`config.mk`:
```
export PLATFORM = sky130hd
export DESIGN_NAME = m_cu
export DESIGN_NICKNAME = d
export VERILOG_FILES = /design/src/store_ctrl_pkg.sv /design/src/vec_cfg_pkg.sv /design/src/emul_calc.sv /design/src/m_cu.sv /design/src/store_fsm.sv /design/src/store_read_pipe.sv
export VERILOG_INCLUDE_DIRS = /design/src
export SDC_FILE = /design/constraint.sdc
export NUM_CORES = 1
export LEC_CHECK = 0
export BUFFER_PORTS_ARGS = -buffer_cell sky130_fd_sc_hd__buf_4
export CORE_AREA = 2 2 66 68
export CTS_BUF_LIST = sky130_fd_sc_hd__clkbuf_4 sky130_fd_sc_hd__clkbuf_8 sky130_fd_sc_hd__clkbuf_16
export CTS_CLUSTER_DIAMETER = 120
export DETAILED_ROUTE_END_ITERATION = 7
export DIE_AREA = 0 0 68 70
export PLACE_DENSITY = 0.71
export SYNTH_ARGS = -nofsm -noshare
export SYNTH_HDL_FRONTEND = slang
export SYNTH_SLANG_ARGS = --single-unit
export TNS_END_PERCENT = 10
```
`constraint.sdc`:
```
create_clock -name clk -period 2.4 [get_ports clk]
set_input_delay 0.36 -clock clk [delete_from_list [all_inputs] [get_ports clk]]
set_output_delay 0.36 -clock clk [all_outputs]
set_load 0.005 [all_outputs]
```
`src/mcu_macros.svh`:
```
// Memory control unit macros
`ifndef MCU_MACROS_SVH
`define MCU_MACROS_SVH

// Width of SEW, LMUL, element width and EMUL codes
`define MCU_VCFG_W 3

// Store buffer read latency in cycles
`define MCU_RD_LAT 2

// Largest legal log2 EMUL
`define MCU_EMUL_LOG_MAX 3

`endif

```
`src/store_ctrl_pkg.sv`:
```
// Store control types
package store_ctrl_pkg;

  // One-hot store kind, as shown to the buffer array
  typedef struct packed {
    logic unit;
    logic strided;
    logic indexed;
  } store_kind_t;

  // Store sequencer states
  typedef enum logic [3:0] {
    st_idle,
    unit_prep,
    unit_tx,
    strided_prep,
    strided_tx_prep,
    strided_tx,
    indexed_prep,
    indexed_tx_prep,
    indexed_tx
  } store_state_e;

endpackage : store_ctrl_pkg

```
`src/vec_cfg_pkg.sv`:
```
// Vector configuration types
`include "mcu_macros.svh"

package vec_cfg_pkg;

  // SEW, LMUL, width or EMUL code
  // LMUL and EMUL are signed log2 codes, 4 is reserved
  typedef logic [`MCU_VCFG_W-1:0] vcfg_t;

  // Table address view of the EMUL inputs
  typedef struct packed {
    logic [1:0] width;
    logic [2:0] lmul;
    logic [1:0] sew;
  } emul_fields_t;

  // One word, decoded as fields or as a flat table index
  typedef union packed {
    emul_fields_t fields;
    logic [6:0]   index;
  } emul_addr_u;

endpackage : vec_cfg_pkg
```
`src/emul_calc.sv`:
```
// Effective LMUL calculation
`timescale 1ns/1ps
`include "mcu_macros.svh"

module emul_calc
  import vec_cfg_pkg::*;
(
  input  vcfg_t width_i,
  input  vcfg_t lmul_i,
  input  vcfg_t sew_i,
  output vcfg_t emul_o
);

  localparam signed [4:0] LOG_MAX   = `MCU_EMUL_LOG_MAX;
  localparam signed [4:0] LOG_MIN   = -LOG_MAX;
  localparam vcfg_t       LMUL_RSVD = 3'b100;

  emul_addr_u        addr;
  logic signed [4:0] log_emul;
  logic              legal;

  // Packed as the EMUL table address
  assign addr.index = {width_i[1:0], lmul_i, sew_i[1:0]};

  // log2 EMUL = log2 LMUL + width - sew
  assign log_emul = $signed({{2{addr.fields.lmul[2]}}, addr.fields.lmul})
                  + $signed({3'b000, addr.fields.width})
                  - $signed({3'b000, addr.fields.sew});

  assign legal = (width_i < 3'd3) && (sew_i < 3'd3) &&
                 (lmul_i != LMUL_RSVD) &&
                 (log_emul >= LOG_MIN) && (log_emul <= LOG_MAX);

  // Illegal combinations read as code 0
  assign emul_o = legal ? log_emul[2:0] : '0;

endmodule : emul_calc

```
`src/m_cu.sv`:
```
// Memory control unit store path
`timescale 1ns/1ps

module m_cu
  import vec_cfg_pkg::*;
  import store_ctrl_pkg::*;
(
  input  logic        clk,
  input  logic        rstn,
  // Scheduler interface
  input  logic        mcu_st_vld_i,
  input  vcfg_t       mcu_sew_i,
  input  vcfg_t       mcu_lmul_i,
  input  vcfg_t       mcu_data_width_i,
  input  logic        mcu_unit_ld_st_i,
  input  logic        mcu_strided_ld_st_i,
  input  logic        mcu_idx_ld_st_i,
  // Lanes, buffer and AXI master
  input  logic        vlane_store_valid_i,
  input  logic        sbuff_write_done_i,
  input  logic        sbuff_read_done_i,
  input  logic        ctrl_wdone_i,
  input  logic        wr_tready_i,
  output logic        mcu_st_rdy_o,
  // Buffer array configuration
  output vcfg_t       cfg_store_data_sew_o,
  output vcfg_t       cfg_store_data_lmul_o,
  output vcfg_t       cfg_store_idx_sew_o,
  output vcfg_t       cfg_store_idx_lmul_o,
  output store_kind_t store_type_o,
  output logic        cfg_store_update_o,
  output logic        cfg_store_cntr_rst_o,
  // Strobes
  output logic        store_baseaddr_reset_o,
  output logic        store_baseaddr_update_o,
  output logic        sbuff_wen_o,
  output logic        sbuff_ren_o,
  output logic        sbuff_read_stall_o,
  output logic        ctrl_wstart_o,
  output logic        wr_tvalid_o
);

  vcfg_t emul;
  logic  tvalid_push;
  logic  read_stall;
  logic  read_invalidate;
  logic  stage_last;
  logic  drained;

  emul_calc u_emul_calc (
    .width_i (mcu_data_width_i),
    .lmul_i  (mcu_lmul_i),
    .sew_i   (mcu_sew_i),
    .emul_o  (emul)
  );

  store_fsm u_store_fsm (
    .clk                     (clk),
    .rstn                    (rstn),
    .mcu_st_vld_i            (mcu_st_vld_i),
    .mcu_unit_ld_st_i        (mcu_unit_ld_st_i),
    .mcu_strided_ld_st_i     (mcu_strided_ld_st_i),
    .mcu_idx_ld_st_i         (mcu_idx_ld_st_i),
    .mcu_sew_i               (mcu_sew_i),
    .mcu_lmul_i              (mcu_lmul_i),
    .mcu_data_width_i        (mcu_data_width_i),
    .emul_i                  (emul),
    .vlane_store_valid_i     (vlane_store_valid_i),
    .sbuff_write_done_i      (sbuff_write_done_i),
    .sbuff_read_done_i       (sbuff_read_done_i),
    .ctrl_wdone_i            (ctrl_wdone_i),
    .wr_tready_i             (wr_tready_i),
    .stage_last_i            (stage_last),
    .drained_i               (drained),
    .mcu_st_rdy_o            (mcu_st_rdy_o),
    .cfg_store_data_sew_o    (cfg_store_data_sew_o),
    .cfg_store_data_lmul_o   (cfg_store_data_lmul_o),
    .cfg_store_idx_sew_o     (cfg_store_idx_sew_o),
    .cfg_store_idx_lmul_o    (cfg_store_idx_lmul_o),
    .store_type_o            (store_type_o),
    .cfg_store_update_o      (cfg_store_update_o),
    .cfg_store_cntr_rst_o    (cfg_store_cntr_rst_o),
    .store_baseaddr_reset_o  (store_baseaddr_reset_o),
    .store_baseaddr_update_o (store_baseaddr_update_o),
    .sbuff_wen_o             (sbuff_wen_o),
    .sbuff_ren_o             (sbuff_ren_o),
    .sbuff_read_stall_o      (sbuff_read_stall_o),
    .ctrl_wstart_o           (ctrl_wstart_o),
    .tvalid_push_o           (tvalid_push),
    .read_stall_o            (read_stall),
    .read_invalidate_o       (read_invalidate)
  );

  store_read_pipe u_store_read_pipe (
    .clk               (clk),
    .rstn              (rstn),
    .tvalid_push_i     (tvalid_push),
    .read_stall_i      (read_stall),
    .read_invalidate_i (read_invalidate),
    .wr_tvalid_o       (wr_tvalid_o),
    .stage_last_o      (stage_last),
    .drained_o         (drained)
  );

endmodule : m_cu

```
`src/store_fsm.sv`:
```
// Store sequencer
`timescale 1ns/1ps

module store_fsm
  import vec_cfg_pkg::*;
  import store_ctrl_pkg::*;
(
  input  logic        clk,
  input  logic        rstn,
  // Scheduler request
  input  logic        mcu_st_vld_i,
  input  logic        mcu_unit_ld_st_i,
  input  logic        mcu_strided_ld_st_i,
  input  logic        mcu_idx_ld_st_i,
  input  vcfg_t       mcu_sew_i,
  input  vcfg_t       mcu_lmul_i,
  input  vcfg_t       mcu_data_width_i,
  input  vcfg_t       emul_i,
  // Lanes, buffer and AXI master status
  input  logic        vlane_store_valid_i,
  input  logic        sbuff_write_done_i,
  input  logic        sbuff_read_done_i,
  input  logic        ctrl_wdone_i,
  input  logic        wr_tready_i,
  // Read pipe status
  input  logic        stage_last_i,
  input  logic        drained_i,
  // Scheduler ready
  output logic        mcu_st_rdy_o,
  // Buffer array configuration
  output vcfg_t       cfg_store_data_sew_o,
  output vcfg_t       cfg_store_data_lmul_o,
  output vcfg_t       cfg_store_idx_sew_o,
  output vcfg_t       cfg_store_idx_lmul_o,
  output store_kind_t store_type_o,
  output logic        cfg_store_update_o,
  output logic        cfg_store_cntr_rst_o,
  // Address generator and buffer strobes
  output logic        store_baseaddr_reset_o,
  output logic        store_baseaddr_update_o,
  output logic        sbuff_wen_o,
  output logic        sbuff_ren_o,
  output logic        sbuff_read_stall_o,
  output logic        ctrl_wstart_o,
  // Read pipe control
  output logic        tvalid_push_o,
  output logic        read_stall_o,
  output logic        read_invalidate_o
);

  store_state_e state_q;
  store_state_e state_d;
  logic         mcu_st_vld_reg;
  logic         save_cfg;
  logic         read_stall;
  store_kind_t  kind;
  vcfg_t        data_sew_d;
  vcfg_t        data_lmul_d;
  vcfg_t        idx_sew_d;
  vcfg_t        idx_lmul_d;

  ////////////////////////////////////////
  // Request capture
  ////////////////////////////////////////

  always_ff @(posedge clk or negedge rstn) begin
    if (!rstn) begin
      mcu_st_vld_reg <= 1'b0;
    end else begin
      mcu_st_vld_reg <= mcu_st_vld_i;
    end
  end

  // Priority unit, strided, indexed
  assign kind.unit    = mcu_unit_ld_st_i;
  assign kind.strided = ~mcu_unit_ld_st_i & mcu_strided_ld_st_i;
  assign kind.indexed = ~mcu_unit_ld_st_i & ~mcu_strided_ld_st_i & mcu_idx_ld_st_i;

  // Indexed stores carry data config from the vtype, index config from the op
  always_comb begin
    idx_sew_d  = mcu_data_width_i;
    idx_lmul_d = emul_i;
    if (kind.indexed) begin
      data_sew_d  = mcu_sew_i;
      data_lmul_d = mcu_lmul_i;
    end else begin
      data_sew_d  = mcu_data_width_i;
      data_lmul_d = emul_i;
    end
  end

  always_ff @(posedge clk or negedge rstn) begin
    if (!rstn) begin
      store_type_o          <= '0;
      cfg_store_data_sew_o  <= '0;
      cfg_store_data_lmul_o <= '0;
      cfg_store_idx_sew_o   <= '0;
      cfg_store_idx_lmul_o  <= '0;
    end else if (save_cfg) begin
      store_type_o          <= kind;
      cfg_store_data_sew_o  <= data_sew_d;
      cfg_store_data_lmul_o <= data_lmul_d;
      cfg_store_idx_sew_o   <= idx_sew_d;
      cfg_store_idx_lmul_o  <= idx_lmul_d;
    end
  end

  ////////////////////////////////////////
  // Sequencer
  ////////////////////////////////////////

  always_ff @(posedge clk or negedge rstn) begin
    if (!rstn) begin
      state_q <= st_idle;
    end else begin
      state_q <= state_d;
    end
  end

  always_comb begin
    state_d                 = state_q;
    mcu_st_rdy_o            = 1'b0;
    save_cfg                = 1'b0;
    cfg_store_update_o      = 1'b0;
    cfg_store_cntr_rst_o    = 1'b0;
    store_baseaddr_reset_o  = 1'b0;
    store_baseaddr_update_o = 1'b0;
    sbuff_wen_o             = 1'b0;
    sbuff_ren_o             = 1'b0;
    ctrl_wstart_o           = 1'b0;
    tvalid_push_o           = 1'b0;
    read_stall              = 1'b0;
    read_invalidate_o       = 1'b0;

    case (state_q)
      st_idle: begin
        mcu_st_rdy_o = 1'b1;
        if (mcu_st_vld_reg) begin
          save_cfg               = 1'b1;
          cfg_store_update_o     = 1'b1;
          cfg_store_cntr_rst_o   = 1'b1;
          store_baseaddr_reset_o = 1'b1;
          if (kind.unit) begin
            state_d = unit_prep;
          end else if (kind.strided) begin
            state_d = strided_prep;
          end else if (kind.indexed) begin
            state_d = indexed_prep;
          end
        end
      end

      // Lanes fill the buffer, first read issued on the done cycle
      unit_prep, strided_prep, indexed_prep: begin
        sbuff_wen_o = vlane_store_valid_i;
        if (sbuff_write_done_i) begin
          sbuff_wen_o   = 1'b0;
          sbuff_ren_o   = 1'b1;
          tvalid_push_o = 1'b1;
          if (state_q == unit_prep) begin
            ctrl_wstart_o = 1'b1;
            state_d       = unit_tx;
          end else if (state_q == strided_prep) begin
            state_d = strided_tx_prep;
          end else begin
            state_d = indexed_tx_prep;
          end
        end
      end

      // Single burst, AXI back-pressure freezes the read pipe
      unit_tx: begin
        if (wr_tready_i) begin
          sbuff_ren_o   = ~sbuff_read_done_i;
          tvalid_push_o = ~sbuff_read_done_i;
        end else begin
          read_stall        = 1'b1;
          read_invalidate_o = 1'b1;
        end
        if (sbuff_read_done_i && ctrl_wdone_i) begin
          state_d = st_idle;
        end
      end

      // One burst per element
      strided_tx_prep, indexed_tx_prep: begin
        ctrl_wstart_o     = 1'b1;
        read_invalidate_o = 1'b1;
        sbuff_ren_o       = ~sbuff_read_done_i;
        tvalid_push_o     = ~sbuff_read_done_i;
        state_d = (state_q == strided_tx_prep) ? strided_tx : indexed_tx;
      end

      strided_tx, indexed_tx: begin
        // Hold the pending beat at the output until its burst ends
        read_stall        = stage_last_i;
        read_invalidate_o = ~wr_tready_i;
        if (ctrl_wdone_i) begin
          store_baseaddr_update_o = 1'b1;
          if (sbuff_read_done_i && drained_i) begin
            state_d = st_idle;
          end else if (state_q == strided_tx) begin
            state_d = strided_tx_prep;
          end else begin
            state_d = indexed_tx_prep;
          end
        end
      end

      default: begin
        state_d = st_idle;
      end
    endcase
  end

  assign read_stall_o       = read_stall;
  assign sbuff_read_stall_o = read_stall;

endmodule : store_fsm

```
`src/store_read_pipe.sv`:
```
// Store buffer read valid pipeline
`timescale 1ns/1ps
`include "mcu_macros.svh"

module store_read_pipe (
  input  logic clk,
  input  logic rstn,
  input  logic tvalid_push_i,
  input  logic read_stall_i,
  input  logic read_invalidate_i,
  output logic wr_tvalid_o,
  output logic stage_last_o,
  output logic drained_o
);

  // One bit per cycle of buffer read latency
  logic [`MCU_RD_LAT-1:0] stage;

  always_ff @(posedge clk or negedge rstn) begin
    if (!rstn) begin
      stage <= '0;
    end else if (!read_stall_i) begin
      stage <= {stage[`MCU_RD_LAT-2:0], tvalid_push_i};
    end
  end

  assign stage_last_o = stage[`MCU_RD_LAT-1];
  assign drained_o    = ~|stage;

  // Masked beat stays in the pipe and is replayed
  assign wr_tvalid_o  = stage_last_o & ~read_invalidate_i;

endmodule : store_read_pipe

```
==> reports/results.md, run 1 <==
| Item | This run | Unit |
|:---|:---|:---|
| Outcome | complete, no violations | - |
| Placed Instance Area | 2020 | um^2 |
| Portion of the post-synthesis area used by sequential elements | 0.354 | - |
| Average routed wire per standard cell | 13.3 | um |
| Signed area change from the synthesized netlist to the final layout | 34.3 | % |
| Fmax | 0.425 | GHz |
| Residual overflow from global routing | 0 | - |
| Number of sinks driven by the clock tree | 22 | - |
| Worst min-delay path category | in2reg | - |
| Fraction of layout cells with a size suffix above 1 | 0.369 | - |
| TritonCTS clock tree | yes | - |
| Utilization of the core after routing | 0.504 | - |
| Port bufs | 44 | - |
| Count of final hold-check violations | 0 | - |
| YS warnings | 0 | - |
| Routed via count | 1413 | - |
| Pwr per Cell Area | 1120 | nW/um^2 |
| Largest register FFs | 4 | - |
| FFs w/ async S/R, synth | 1.00 | - |
| Count of unique library cells instantiated by Yosys | 51 | - |
| Maximum vdd ir drop | 0.544 | mV |
| Number of register bits inferred by synthesis | 22 | - |
| Yosys top cell area share | 0.354 | - |
| Gate Count Post-Synth | 173 | - |
| DRC violation count after routing | 0 | - |
| Most prevalent standard cell on the critical path | sky130_fd_sc_hd__fa_1 | - |
| Worst Setup End Kind | flop | - |
| Number of detailed-route iterations in the first pass | 4 | - |
| Master cell of the clock root buffer | sky130_fd_sc_hd__clkbuf_8 | - |
| Initial standard-cell utilization of the core | 0.375 | - |
| Critical path peak fanout | 6 | - |
| Clock skew | 1.66 | ps |
| Area of the die | 4760 | um^2 |
| Max-Cap Viols | 0 | - |
| Die span in y | 70 | um |
| ANT cells | 0 | - |
| Unrepaired setup endpoints after global routing | yes | - |
| Longest individual stage delay on the worst path | 520 | ps |
| Setup violations, final | 0 | - |
| Library cell contributing the largest single delay on the critical path | sky130_fd_sc_hd__fa_1 | - |
| Count of placed standard cells including taps | 273 | - |
| Number of antenna violations at the first check in global routing | 0 | - |
| IO Pins | 45 | - |
| Number of design-rule violations left by the first detailed-router iteration | 104 | - |
| Worst hold-check slack | 207 | ps |
| Setup TNS | 0 | ps |
| Total non-filler cell area in the finished layout | 2090 | um^2 |
| FP Rows | 24 | - |
| Maximum number of pins on one net before global-route repair | 24 | - |
| Startpoint-to-endpoint class of the critical path | in2reg | - |
| Number of buffers inserted during clock tree synthesis | 3 | - |
| Maximum clock path buffer count | 2 | - |
| Arrival time of data at the critical path endpoint | 2480 | ps |
| Routability cong. | 0.813 | - |
| Post-synth EDFFs | 0 | - |
| Detailed Place HPWL | 2840 | um |
| Largest area contributor in the synthesized netlist | sky130_fd_sc_hd__dfrtp_1 | - |
| Crit path required time | 2530 | ps |
| Antenna Violating Nets Remaining | 0 | - |
| Chain of cells forming the critical path | buf_4 > ha_4 > fa_1 > inv_1 > fa_1 > nand2_1 > a31oi_1 > nor2_1 > nor3_4 > o22ai_1 | - |
| Cell types with the largest area share after synthesis | sky130_fd_sc_hd__dfrtp_1 35%, sky130_fd_sc_hd__nand2_1 4.3%, sky130_fd_sc_hd__mux2_2 4.3%, sky130_fd_sc_hd__a21oi_1 4.2%, sky130_fd_sc_hd__o21ai_0 3.5% | - |
| Most common flop cell mapped by yosys | sky130_fd_sc_hd__dfrtp_1 | - |
| Clock-pin transition on the worst setup and hold timing paths | 70 | ps |
| Startpoint kind of the worst setup timing path | input port | - |
| Final critical delay including setup and external delays | 2350 | ps |
| Routed wire length | 3700 | um |
| Layout net count | 253 | - |
| Synthesized cell area | 1560 | um^2 |
| Number of pins with negative max-slew slack in the final report | 0 | - |
| Global-route usage over all layers | 0.169 | - |
| First-pass GRT wire length | 6220 | um |
| Number of global-route vias before repair | 1355 | - |
| Tightest slew margin relative to the limit | 0.501 | - |
| Horizontal die dimension | 68 | um |
| Transition time at the pin with the least slew margin | 746 | ps |
| Core ar. | 4140 | um^2 |
| Biggest register | u_store_fsm.state_q | - |
| Crit share post-route | 0.981 | - |
| CTS H-Tree Depth | 1 | - |
| Post-synthesis area per instance | 8.99 | um^2 |
| Non-filler cells, final | 277 | - |
| Leakage power summed over all cells | 0.984 | nW |
| Via-per-instance ratio | 5.10 | - |
| Synthesized netlist net count | 199 | - |
| Clock latency on the worst-skew pair | 260 | ps |
==> synthesized netlist by cell type, drive strengths merged (2+ instances only) <==
library cell and n:
inv 11, mux2i 3, a211oi 5, a21o 4
o31ai 3, or4 2, nor2 13, mux2 6
o41ai 3, clkbuf 6, nand2 19, fa 2
o21ai 11, nor3 4, nor4 5, dfrtp 22
nand2b 4, buf 5, and3 3, ha 4
o22ai 5, a21oi 13
==> worst paths after layout <==
check | start | to | slack (ps) | depth (start not counted)
worst max-delay path | mcu_data_width_i[0] | u_store_fsm.cfg_store_data_lmul_o[0]$_DFFE_PN0P_ | 50 | 10
worst min-delay path | mcu_st_vld_i | u_store_fsm.mcu_st_vld_reg$_DFF_PN0_ | 210 | 1
worst max register to register | u_store_fsm.state_q[1]$_DFFE_PN0P_ | u_store_fsm.state_q[0]$_DFFE_PN0P_ | 420 | 6
worst min register to register | u_store_fsm.cfg_store_idx_lmul_o[0]$_DFFE_PN0P_ | u_store_fsm.cfg_store_idx_lmul_o[0]$_DFFE_PN0P_ | 490 | 2
max in group asynchronous | rstn | u_store_fsm.mcu_st_vld_reg$_DFF_PN0_ | 1640 | 2
min in group asynchronous | rstn | u_store_fsm.cfg_store_idx_sew_o[0]$_DFFE_PN0P_ | 530 | 2
==> stage by stage <==
step | power (mW) | setup slack [ps]
5_1_grt | 2.54 | -15.2
4_1_cts | 2.35 | 14.9
2_1_floorplan | 1.56 | -32.0
3_5_place_dp | 2.12 | -270
6_report | 2.33 | 46.5
3_3_place_gp | 2.09 | -239
==> kinds of logic after synthesis <==
kind of cell               after synthesis  synth area share
DFF                                     22             0.354
buffers and inverters                   23            0.0692
adders and majority gates                6            0.0579
muxes                                    9            0.0627
xor gates and xnor gates                 2            0.0113
AOI/OAI and AO/OA                       54             0.239
and+or+nand+nor                         57             0.206
==> metal layers <==
layer  wire [um]  vias to the layer above  global-route usage
li1            -                      740                   -
met1        1730                      641               0.238
met2        1770                       27               0.265
met3         150                        5              0.0209
met4          52                        0              0.0533
met5           0                        -                   0
==> where the power goes <==
part           total, mW  switching (mW)  internal, mW
Sequential         0.757           0.206         0.551
Clock              0.224           0.112         0.112
Combinational       1.35           0.615         0.736
==> critical path, delay by kind of cell <==
family	cells	cell delay, ps
fa+ha+maj	3	1180
simple gates	3	490
buf+inv	2	190
compound gates	2	270
==> cell usage in the layout, fill, tap and decap left out, types with 3 or more instances in the layout <==
cell                        n
sky130_fd_sc_hd__and3_1     3
sky130_fd_sc_hd__nor4_1     4
sky130_fd_sc_hd__a21o_1     4
sky130_fd_sc_hd__nor2_1    13
sky130_fd_sc_hd__clkbuf_8   3
sky130_fd_sc_hd__ha_1       3
sky130_fd_sc_hd__o31ai_1    3
sky130_fd_sc_hd__nand2b_1   4
sky130_fd_sc_hd__dfrtp_1   22
sky130_fd_sc_hd__buf_4     59
sky130_fd_sc_hd__nand2_1   18
sky130_fd_sc_hd__o22ai_1    4
sky130_fd_sc_hd__o21ai_0   11
sky130_fd_sc_hd__a211oi_1   4
sky130_fd_sc_hd__inv_1      9
sky130_fd_sc_hd__o41ai_1    3
sky130_fd_sc_hd__mux2_2     6
sky130_fd_sc_hd__mux2i_1    3
sky130_fd_sc_hd__a21oi_1   11
==> cell type report <==
class	instances	area, um^2
Clock buffer	3	41.3
Timing Repair Buffer	60	453
Inverter	12	50.0
Sequential cell	22	551
Fill cell	415	2060
Tap cell	52	65.1
Multi-Input combinational cell	128	928
==> repair_timing <==
action / in CTS / in global routing
resized for setup: 0 / 4
setup buffers: 0 / 0
setup endpoints to repair: 0 / 7
hold buffers: 1 / 0
endpoints found under the hold margin: 22 / 0
(Power assumes the default switching activity.)
==> run 2, diff against run 1 <==
GPL_ROUTABILITY_DRIVEN = 0   (was unset)
MAX_ROUTING_LAYER = met4   (was unset)
SKIP_CTS_REPAIR_TIMING = 1   (was unset)
==> run 2 against run 1 <==
Clock skew barely moved. Clock-buffer cell count unchanged. Sequential share of layout area stayed put. Clock power barely moved. Combinational power barely moved. Via count increased by 0.57%. Global-route usage increased by 0.42 points. Critical endpoint unchanged. Largest cell class unchanged. Highest routed layer unchanged.
==> reports/results.md, run 2 (synthesis gave the netlist of run 1 again) <==
| Item | This run | Unit |
|:---|:---|:---|
| Outcome | complete, no violations | - |
| Setup slack at placement | -270 | ps |
| Startpoint-to-endpoint class of the critical path | in2reg | - |
| Arrival time of data at the critical path endpoint | 2480 | ps |
| Initial standard-cell utilization of the core | 0.375 | - |
| Detailed Place HPWL | 2840 | um |
| Placed Instance Area | 2020 | um^2 |
| Tightest slew margin relative to the limit | 0.485 | - |
| Area of the multi-input gates | 928 | um^2 |
| Total non-filler cell area in the finished layout | 2090 | um^2 |
| Non-filler cells, final | 277 | - |
| Routing usage on met3 | 0.0209 | - |
| Area of the die | 4760 | um^2 |
| Crit share post-route | 0.979 | - |
| Number of detailed-route iterations in the first pass | 5 | - |
| Number of design-rule violations left by the first detailed-router iteration | 98 | - |
| Cell depth of the worst flop-to-flop path | 6 | - |
| Most prevalent standard cell on the critical path | sky130_fd_sc_hd__fa_1 | - |
| Crit path required time | 2530 | ps |
| Most common cell after layout, fill and taps aside | sky130_fd_sc_hd__buf_4 | - |
| Number of pins with negative max-slew slack in the final report | 0 | - |
| TritonCTS clock tree | yes | - |
| Area occupied by registers | 551 | um^2 |
| Number of antenna violations at the first check in global routing | 0 | - |
| IO Pins | 45 | - |
| Maximum vdd ir drop | 0.545 | mV |
| Number of sinks driven by the clock tree | 22 | - |
| Largest delay share family, worst path | adder cells | - |
| Critical path buffer and inverter count | 2 | - |
| Biggest register | u_store_fsm.state_q | - |
| Count of final hold-check violations | 0 | - |
| Leakage power summed over all cells | 0.984 | nW |
| WHS Path Cells | 1 | - |
| Routed via count | 1421 | - |
| Most frequent cells in the layout | 59 x sky130_fd_sc_hd__buf_4, 22 x sky130_fd_sc_hd__dfrtp_1, 18 x sky130_fd_sc_hd__nand2_1 | - |
| Final critical delay including setup and external delays | 2350 | ps |
| Horizontal die dimension | 68 | um |
| Depth of the critical timing path with buffers and inverters included | 10 | - |
| ANT cells | 0 | - |
| Longest individual stage delay on the worst path | 520 | ps |
| Average routed wire per standard cell | 13.4 | um |
| Signed area change from the synthesized netlist to the final layout | 34.3 | % |
| Worst min-delay path category | in2reg | - |
| PnR Total Power | 2.33 | mW |
| Routed wire length | 3710 | um |
| Layer with the highest usage | met2 | - |
| Startpoint kind of the worst setup timing path | input port | - |
| Max-Cap Viols | 0 | - |
| Die span in y | 70 | um |
| Antenna Violating Nets Remaining | 0 | - |
| Count of placed standard cells including taps | 273 | - |
| Port bufs | 44 | - |
| DRC violation count after routing | 0 | - |
| Via-per-instance ratio | 5.13 | - |
| Critical path peak fanout | 6 | - |
| Number of buffers inserted during clock tree synthesis | 3 | - |
| Layout filler cell count | 415 | - |
| Clock skew | 1.64 | ps |
| Worst Setup End Kind | flop | - |
| Fmax | 0.426 | GHz |
| Met2 track demand over resource | 0.263 | - |
| Maximum number of pins on one net before global-route repair | 24 | - |
| Unrepaired setup endpoints after global routing | yes | - |
| Layout net count | 253 | - |
| Pwr per Cell Area | 1120 | nW/um^2 |
| Clock-pin transition on the worst setup and hold timing paths | 70 | ps |
| Library cell contributing the largest single delay on the critical path | sky130_fd_sc_hd__fa_1 | - |
| Core ar. | 4140 | um^2 |
| Number of global-route vias before repair | 1347 | - |
| Routing usage on met1 | 0.239 | - |
| First-pass GRT wire length | 6210 | um |
| Transition time at the pin with the least slew margin | 769 | ps |
| Residual overflow from global routing | 0 | - |
| Chain of cells forming the critical path | buf_4 > ha_4 > fa_1 > inv_1 > fa_1 > nand2_1 > a31oi_1 > nor2_1 > nor3_4 > o22ai_1 | - |
| Master cell of the clock root buffer | sky130_fd_sc_hd__clkbuf_8 | - |
| Maximum clock path buffer count | 2 | - |
| Global-route usage over all layers | 0.173 | - |
| Setup violations, final | 0 | - |
| CTS H-Tree Depth | 1 | - |
| Fraction of layout cells with a size suffix above 1 | 0.369 | - |
| FP Rows | 24 | - |
| Post-route worst setup slack | 50.1 | ps |
| Largest register FFs | 4 | - |
| Clock latency on the worst-skew pair | 260 | ps |
## run 2: cell counts in the layout (fill, tap and decap cells not counted)
No cell type changed its count.
## run 2: area by class of cell
type | instances | share of cell area
clock buffers | 3 | 0.0198
inverters | 12 | 0.0240
multi-input cells | 128 | 0.445
flip-flops and latches | 22 | 0.264
well taps | 52 | 0.0312
repair buffers | 60 | 0.217
## run 2: path summary, 6_finish.rpt
kind	from	end	slack (ps)
hold / removal	mcu_st_vld_i	u_store_fsm.mcu_st_vld_reg$_DFF_PN0_	210
setup / recovery	mcu_data_width_i[0]	u_store_fsm.cfg_store_data_lmul_o[0]$_DFFE_PN0P_	50
hold reg to reg	u_store_fsm.cfg_store_data_sew_o[0]$_DFFE_PN0P_	u_store_fsm.cfg_store_data_sew_o[0]$_DFFE_PN0P_	490
setup reg to reg	u_store_fsm.state_q[1]$_DFFE_PN0P_	u_store_fsm.state_q[0]$_DFFE_PN0P_	420
min in group asynchronous	rstn	u_store_fsm.cfg_store_idx_sew_o[0]$_DFFE_PN0P_	530
max in group asynchronous	rstn	u_store_fsm.mcu_st_vld_reg$_DFF_PN0_	1640
## run 2: power by group
| group | switching [mW] | total (mW) | internal, mW | leakage, nW |
|---|---|---|---|---|
| clock | 0.112 | 0.224 | 0.112 | 0.0216 |
| combinational | 0.615 | 1.35 | 0.736 | 0.690 |
| sequential | 0.206 | 0.757 | 0.551 | 0.272 |
| total | 0.933 | 2.33 | 1.40 | 0.984 |
## run 2: metrics by stage
step                utilization  hold slack [ps]  setup TNS (ps)
finish                    0.504              207               0
detailed placement        0.486              267           -1510
global placement          0.486              267           -1370
global route              0.504              191           -15.2
floorplan                     -             64.4            -146
CTS                       0.496            -14.9               0
## run 2: layer usage
layer,up-vias,wire (um)
met3,5,163
met5,-,0
met1,644,1710
li1,740,-
met2,32,1780
met4,0,53
==> run 3, diff against run 2 <==
==> constraint.sdc (replaced) <==
create_clock -name clk -period 2.4 [get_ports clk]
set_input_delay 0.36 -clock clk [delete_from_list [all_inputs] [get_ports clk]]
set_output_delay 0.36 -clock clk [all_outputs]
set_load 0.05 [all_outputs]
==> run 3 against run 2 <==
First-iteration DRC count up 49%. Design area up 2.0%. Largest power group unchanged. Sequential power up 0.8%. Hold slack better by 2.5 ps. Clock skew about the same. Critical endpoint is now u_store_fsm.cfg_store_idx_lmul_o[1]$_DFFE_PN0P_. Register-to-register slack better by 60 ps. Global-route usage down 0.88 points. Die area unchanged. Sequential share of layout area down 0.47 points.
==> reports/results.md, run 3 (synthesis gave the netlist of run 1 again) <==
| Item | This run | Unit |
|:---|:---|:---|
| Arrival time of data at the critical path endpoint | 2530 | ps |
| Max-Cap Viols | 0 | - |
| Setup TNS | 0 | ps |
| Maximum vdd ir drop | 0.697 | mV |
| Fraction of layout cells with a size suffix above 1 | 0.396 | - |
| Switching power summed over all nets | 1.70 | mW |
| Startpoint-to-endpoint class of the critical path | in2reg | - |
| Outcome | complete, no violations | - |
| Worst min-delay path category | in2reg | - |
| Worst Setup End Kind | flop | - |
| Largest register FFs | 4 | - |
| Clock share of power | 0.069 | - |
| Count of final hold-check violations | 0 | - |
| Detailed Place HPWL | 2800 | um |
| ANT cells | 0 | - |
| Clock latency on the worst-skew pair | 260 | ps |
| Launch instance of the worst min-delay path | mcu_st_vld_i | - |
| Fmax | 0.422 | GHz |
| Number of buffers inserted during clock tree synthesis | 3 | - |
| Cell depth of the worst flop-to-flop path | 6 | - |
| Crit share post-route | 0.987 | - |
| Crit path required time | 2560 | ps |
| Critical path peak fanout | 6 | - |
| Number of pins with negative max-slew slack in the final report | 0 | - |
| Number of detailed-route iterations in the first pass | 4 | - |
| Startpoint kind of the worst setup timing path | input port | - |
| Tightest slew margin relative to the limit | 0.448 | - |
| Number of sinks driven by the clock tree | 22 | - |
| Number of global-route vias before repair | 1315 | - |
| Routed wire length | 3730 | um |
| Leakage power summed over all cells | 1.01 | nW |
| Average routed wire per standard cell | 13.4 | um |
| Most frequent cells in the layout | 57 x sky130_fd_sc_hd__buf_4, 21 x sky130_fd_sc_hd__dfrtp_1, 17 x sky130_fd_sc_hd__nand2_1 | - |
| Core ar. | 4140 | um^2 |
| Area of the multi-input gates | 958 | um^2 |
| Port bufs | 44 | - |
| Transition time at the pin with the least slew margin | 825 | ps |
| FP Rows | 24 | - |
| Global-route usage over all layers | 0.164 | - |
| IO Pins | 45 | - |
| DRC violation count after routing | 0 | - |
| Horizontal die dimension | 68 | um |
| Worst-case register-to-register setup slack | 480 | ps |
| Clock-pin transition on the worst setup and hold timing paths | 70 | ps |
| Initial standard-cell utilization of the core | 0.375 | - |
| Fraction of power spent switching nets | 0.540 | - |
| Master cell of the clock root buffer | sky130_fd_sc_hd__clkbuf_8 | - |
| Area of the die | 4760 | um^2 |
| Biggest register | u_store_fsm.state_q | - |
| Die span in y | 70 | um |
| Sequential share of power | 0.243 | - |
| Pwr per Cell Area | 1480 | nW/um^2 |
| Internal cell power | 1.45 | mW |
| First-pass GRT wire length | 5890 | um |
| Logic pwr share | 0.688 | - |
| TritonCTS clock tree | yes | - |
| Most common cell after layout, fill and taps aside | sky130_fd_sc_hd__buf_4 | - |
| Placed Instance Area | 2010 | um^2 |
| Via-per-instance ratio | 5.38 | - |
| Reg2reg start | u_store_fsm.state_q[3]$_DFFE_PN0P_ | - |
| Layout net count | 253 | - |
| Antenna Violating Nets Remaining | 0 | - |
| CTS H-Tree Depth | 1 | - |
| Number of design-rule violations left by the first detailed-router iteration | 146 | - |
| Signed area change from the synthesized netlist to the final layout | 37.0 | % |
| Clock skew | 1.92 | ps |
| Area occupied by registers | 552 | um^2 |
| Unrepaired setup endpoints after global routing | yes | - |
| Maximum clock path buffer count | 2 | - |
| Residual overflow from global routing | 0 | - |
| Total non-filler cell area in the finished layout | 2130 | um^2 |
| Setup violations, final | 0 | - |
| Layout filler cell count | 405 | - |
| Number of antenna violations at the first check in global routing | 0 | - |
| Routed via count | 1490 | - |
| Final critical delay including setup and external delays | 2370 | ps |
| Crit Reg-Reg Endpoint | u_store_fsm.cfg_store_data_lmul_o[1]$_DFFE_PN0P_ | - |
| Maximum number of pins on one net before global-route repair | 24 | - |
| Worst-case hold path end point | u_store_fsm.mcu_st_vld_reg$_DFF_PN0_ | - |
| WHS Path Cells | 1 | - |
[run 3: cell counts in the layout (fill, tap and decap cells not counted)]
No cell type changed its count.
[run 3: power groups by stage]
stage               clock (mW)  sequential (mW)  combinational, mW
floorplan                    0             1.11               1.20
detailed placement           0            0.762               2.12
CTS                      0.230            0.759               2.13
global route             0.244            0.790               2.30
global placement             0            0.764               2.09
finish                   0.218            0.763               2.17
[run 3: layer usage]
| metal | track usage | up-vias | share of wire |
|---|---|---|---|
| met5 | - | - | 0 |
| li1 | - | 738 | - |
| met3 | 0.0242 | 6 | 0.057 |
| met1 | 0.225 | 697 | 0.46 |
| met2 | 0.243 | 49 | 0.47 |
| met4 | 0.0644 | 0 | 0.015 |
[run 3: how the worst max path moves through the flow]
stage	slack [ps]	end	startpoint
final	30	u_store_fsm.cfg_store_idx_lmul_o[1]$_DFFE_PN0P_	mcu_data_width_i[0]
after global routing	-40	u_store_fsm.cfg_store_data_lmul_o[2]$_DFFE_PN0P_	mcu_data_width_i[0]
after CTS	-110	u_store_fsm.cfg_store_data_lmul_o[2]$_DFFE_PN0P_	mcu_lmul_i[0]
after detailed placement	-360	u_store_fsm.cfg_store_data_lmul_o[2]$_DFFE_PN0P_	mcu_lmul_i[0]
after global placement	-220	u_store_fsm.cfg_store_idx_lmul_o[1]$_DFFE_PN0P_	mcu_lmul_i[0]
after floorplan	-120	u_store_fsm.cfg_store_data_lmul_o[1]$_DFFE_PN0P_	mcu_lmul_i[0]
[run 3: critical path, cell delays in order]
cell	delay [ps]
sky130_fd_sc_hd__buf_8	100
sky130_fd_sc_hd__ha_4	150
sky130_fd_sc_hd__fa_1	540
sky130_fd_sc_hd__inv_2	50
sky130_fd_sc_hd__fa_1	510
sky130_fd_sc_hd__nand2_2	110
sky130_fd_sc_hd__a31oi_1	80
sky130_fd_sc_hd__nor2_1	140
sky130_fd_sc_hd__nor3_2	50
sky130_fd_sc_hd__buf_4	160
sky130_fd_sc_hd__o41ai_2	260
[run 3: cell type report]
cell class	instances	share of cell area
clock buffer	3	0.0194
sequential	22	0.259
timing repair buffer	60	0.218
inverter	12	0.0235
tap	52	0.0305
multi-input combinational	128	0.450
[run 3: metrics by stage]
stage	util	hold slack [ps]	setup slack (ps)	total power, mW	instances
after CTS	0.495	-18.2	-113	3.11	276
after floorplan	-	64.4	-123	2.31	173
final	0.514	210	30.5	3.15	277
after global routing	0.514	200	-36.6	3.33	277
after detailed placement	0.485	269	-364	2.88	273
after global placement	0.485	269	-221	2.86	273
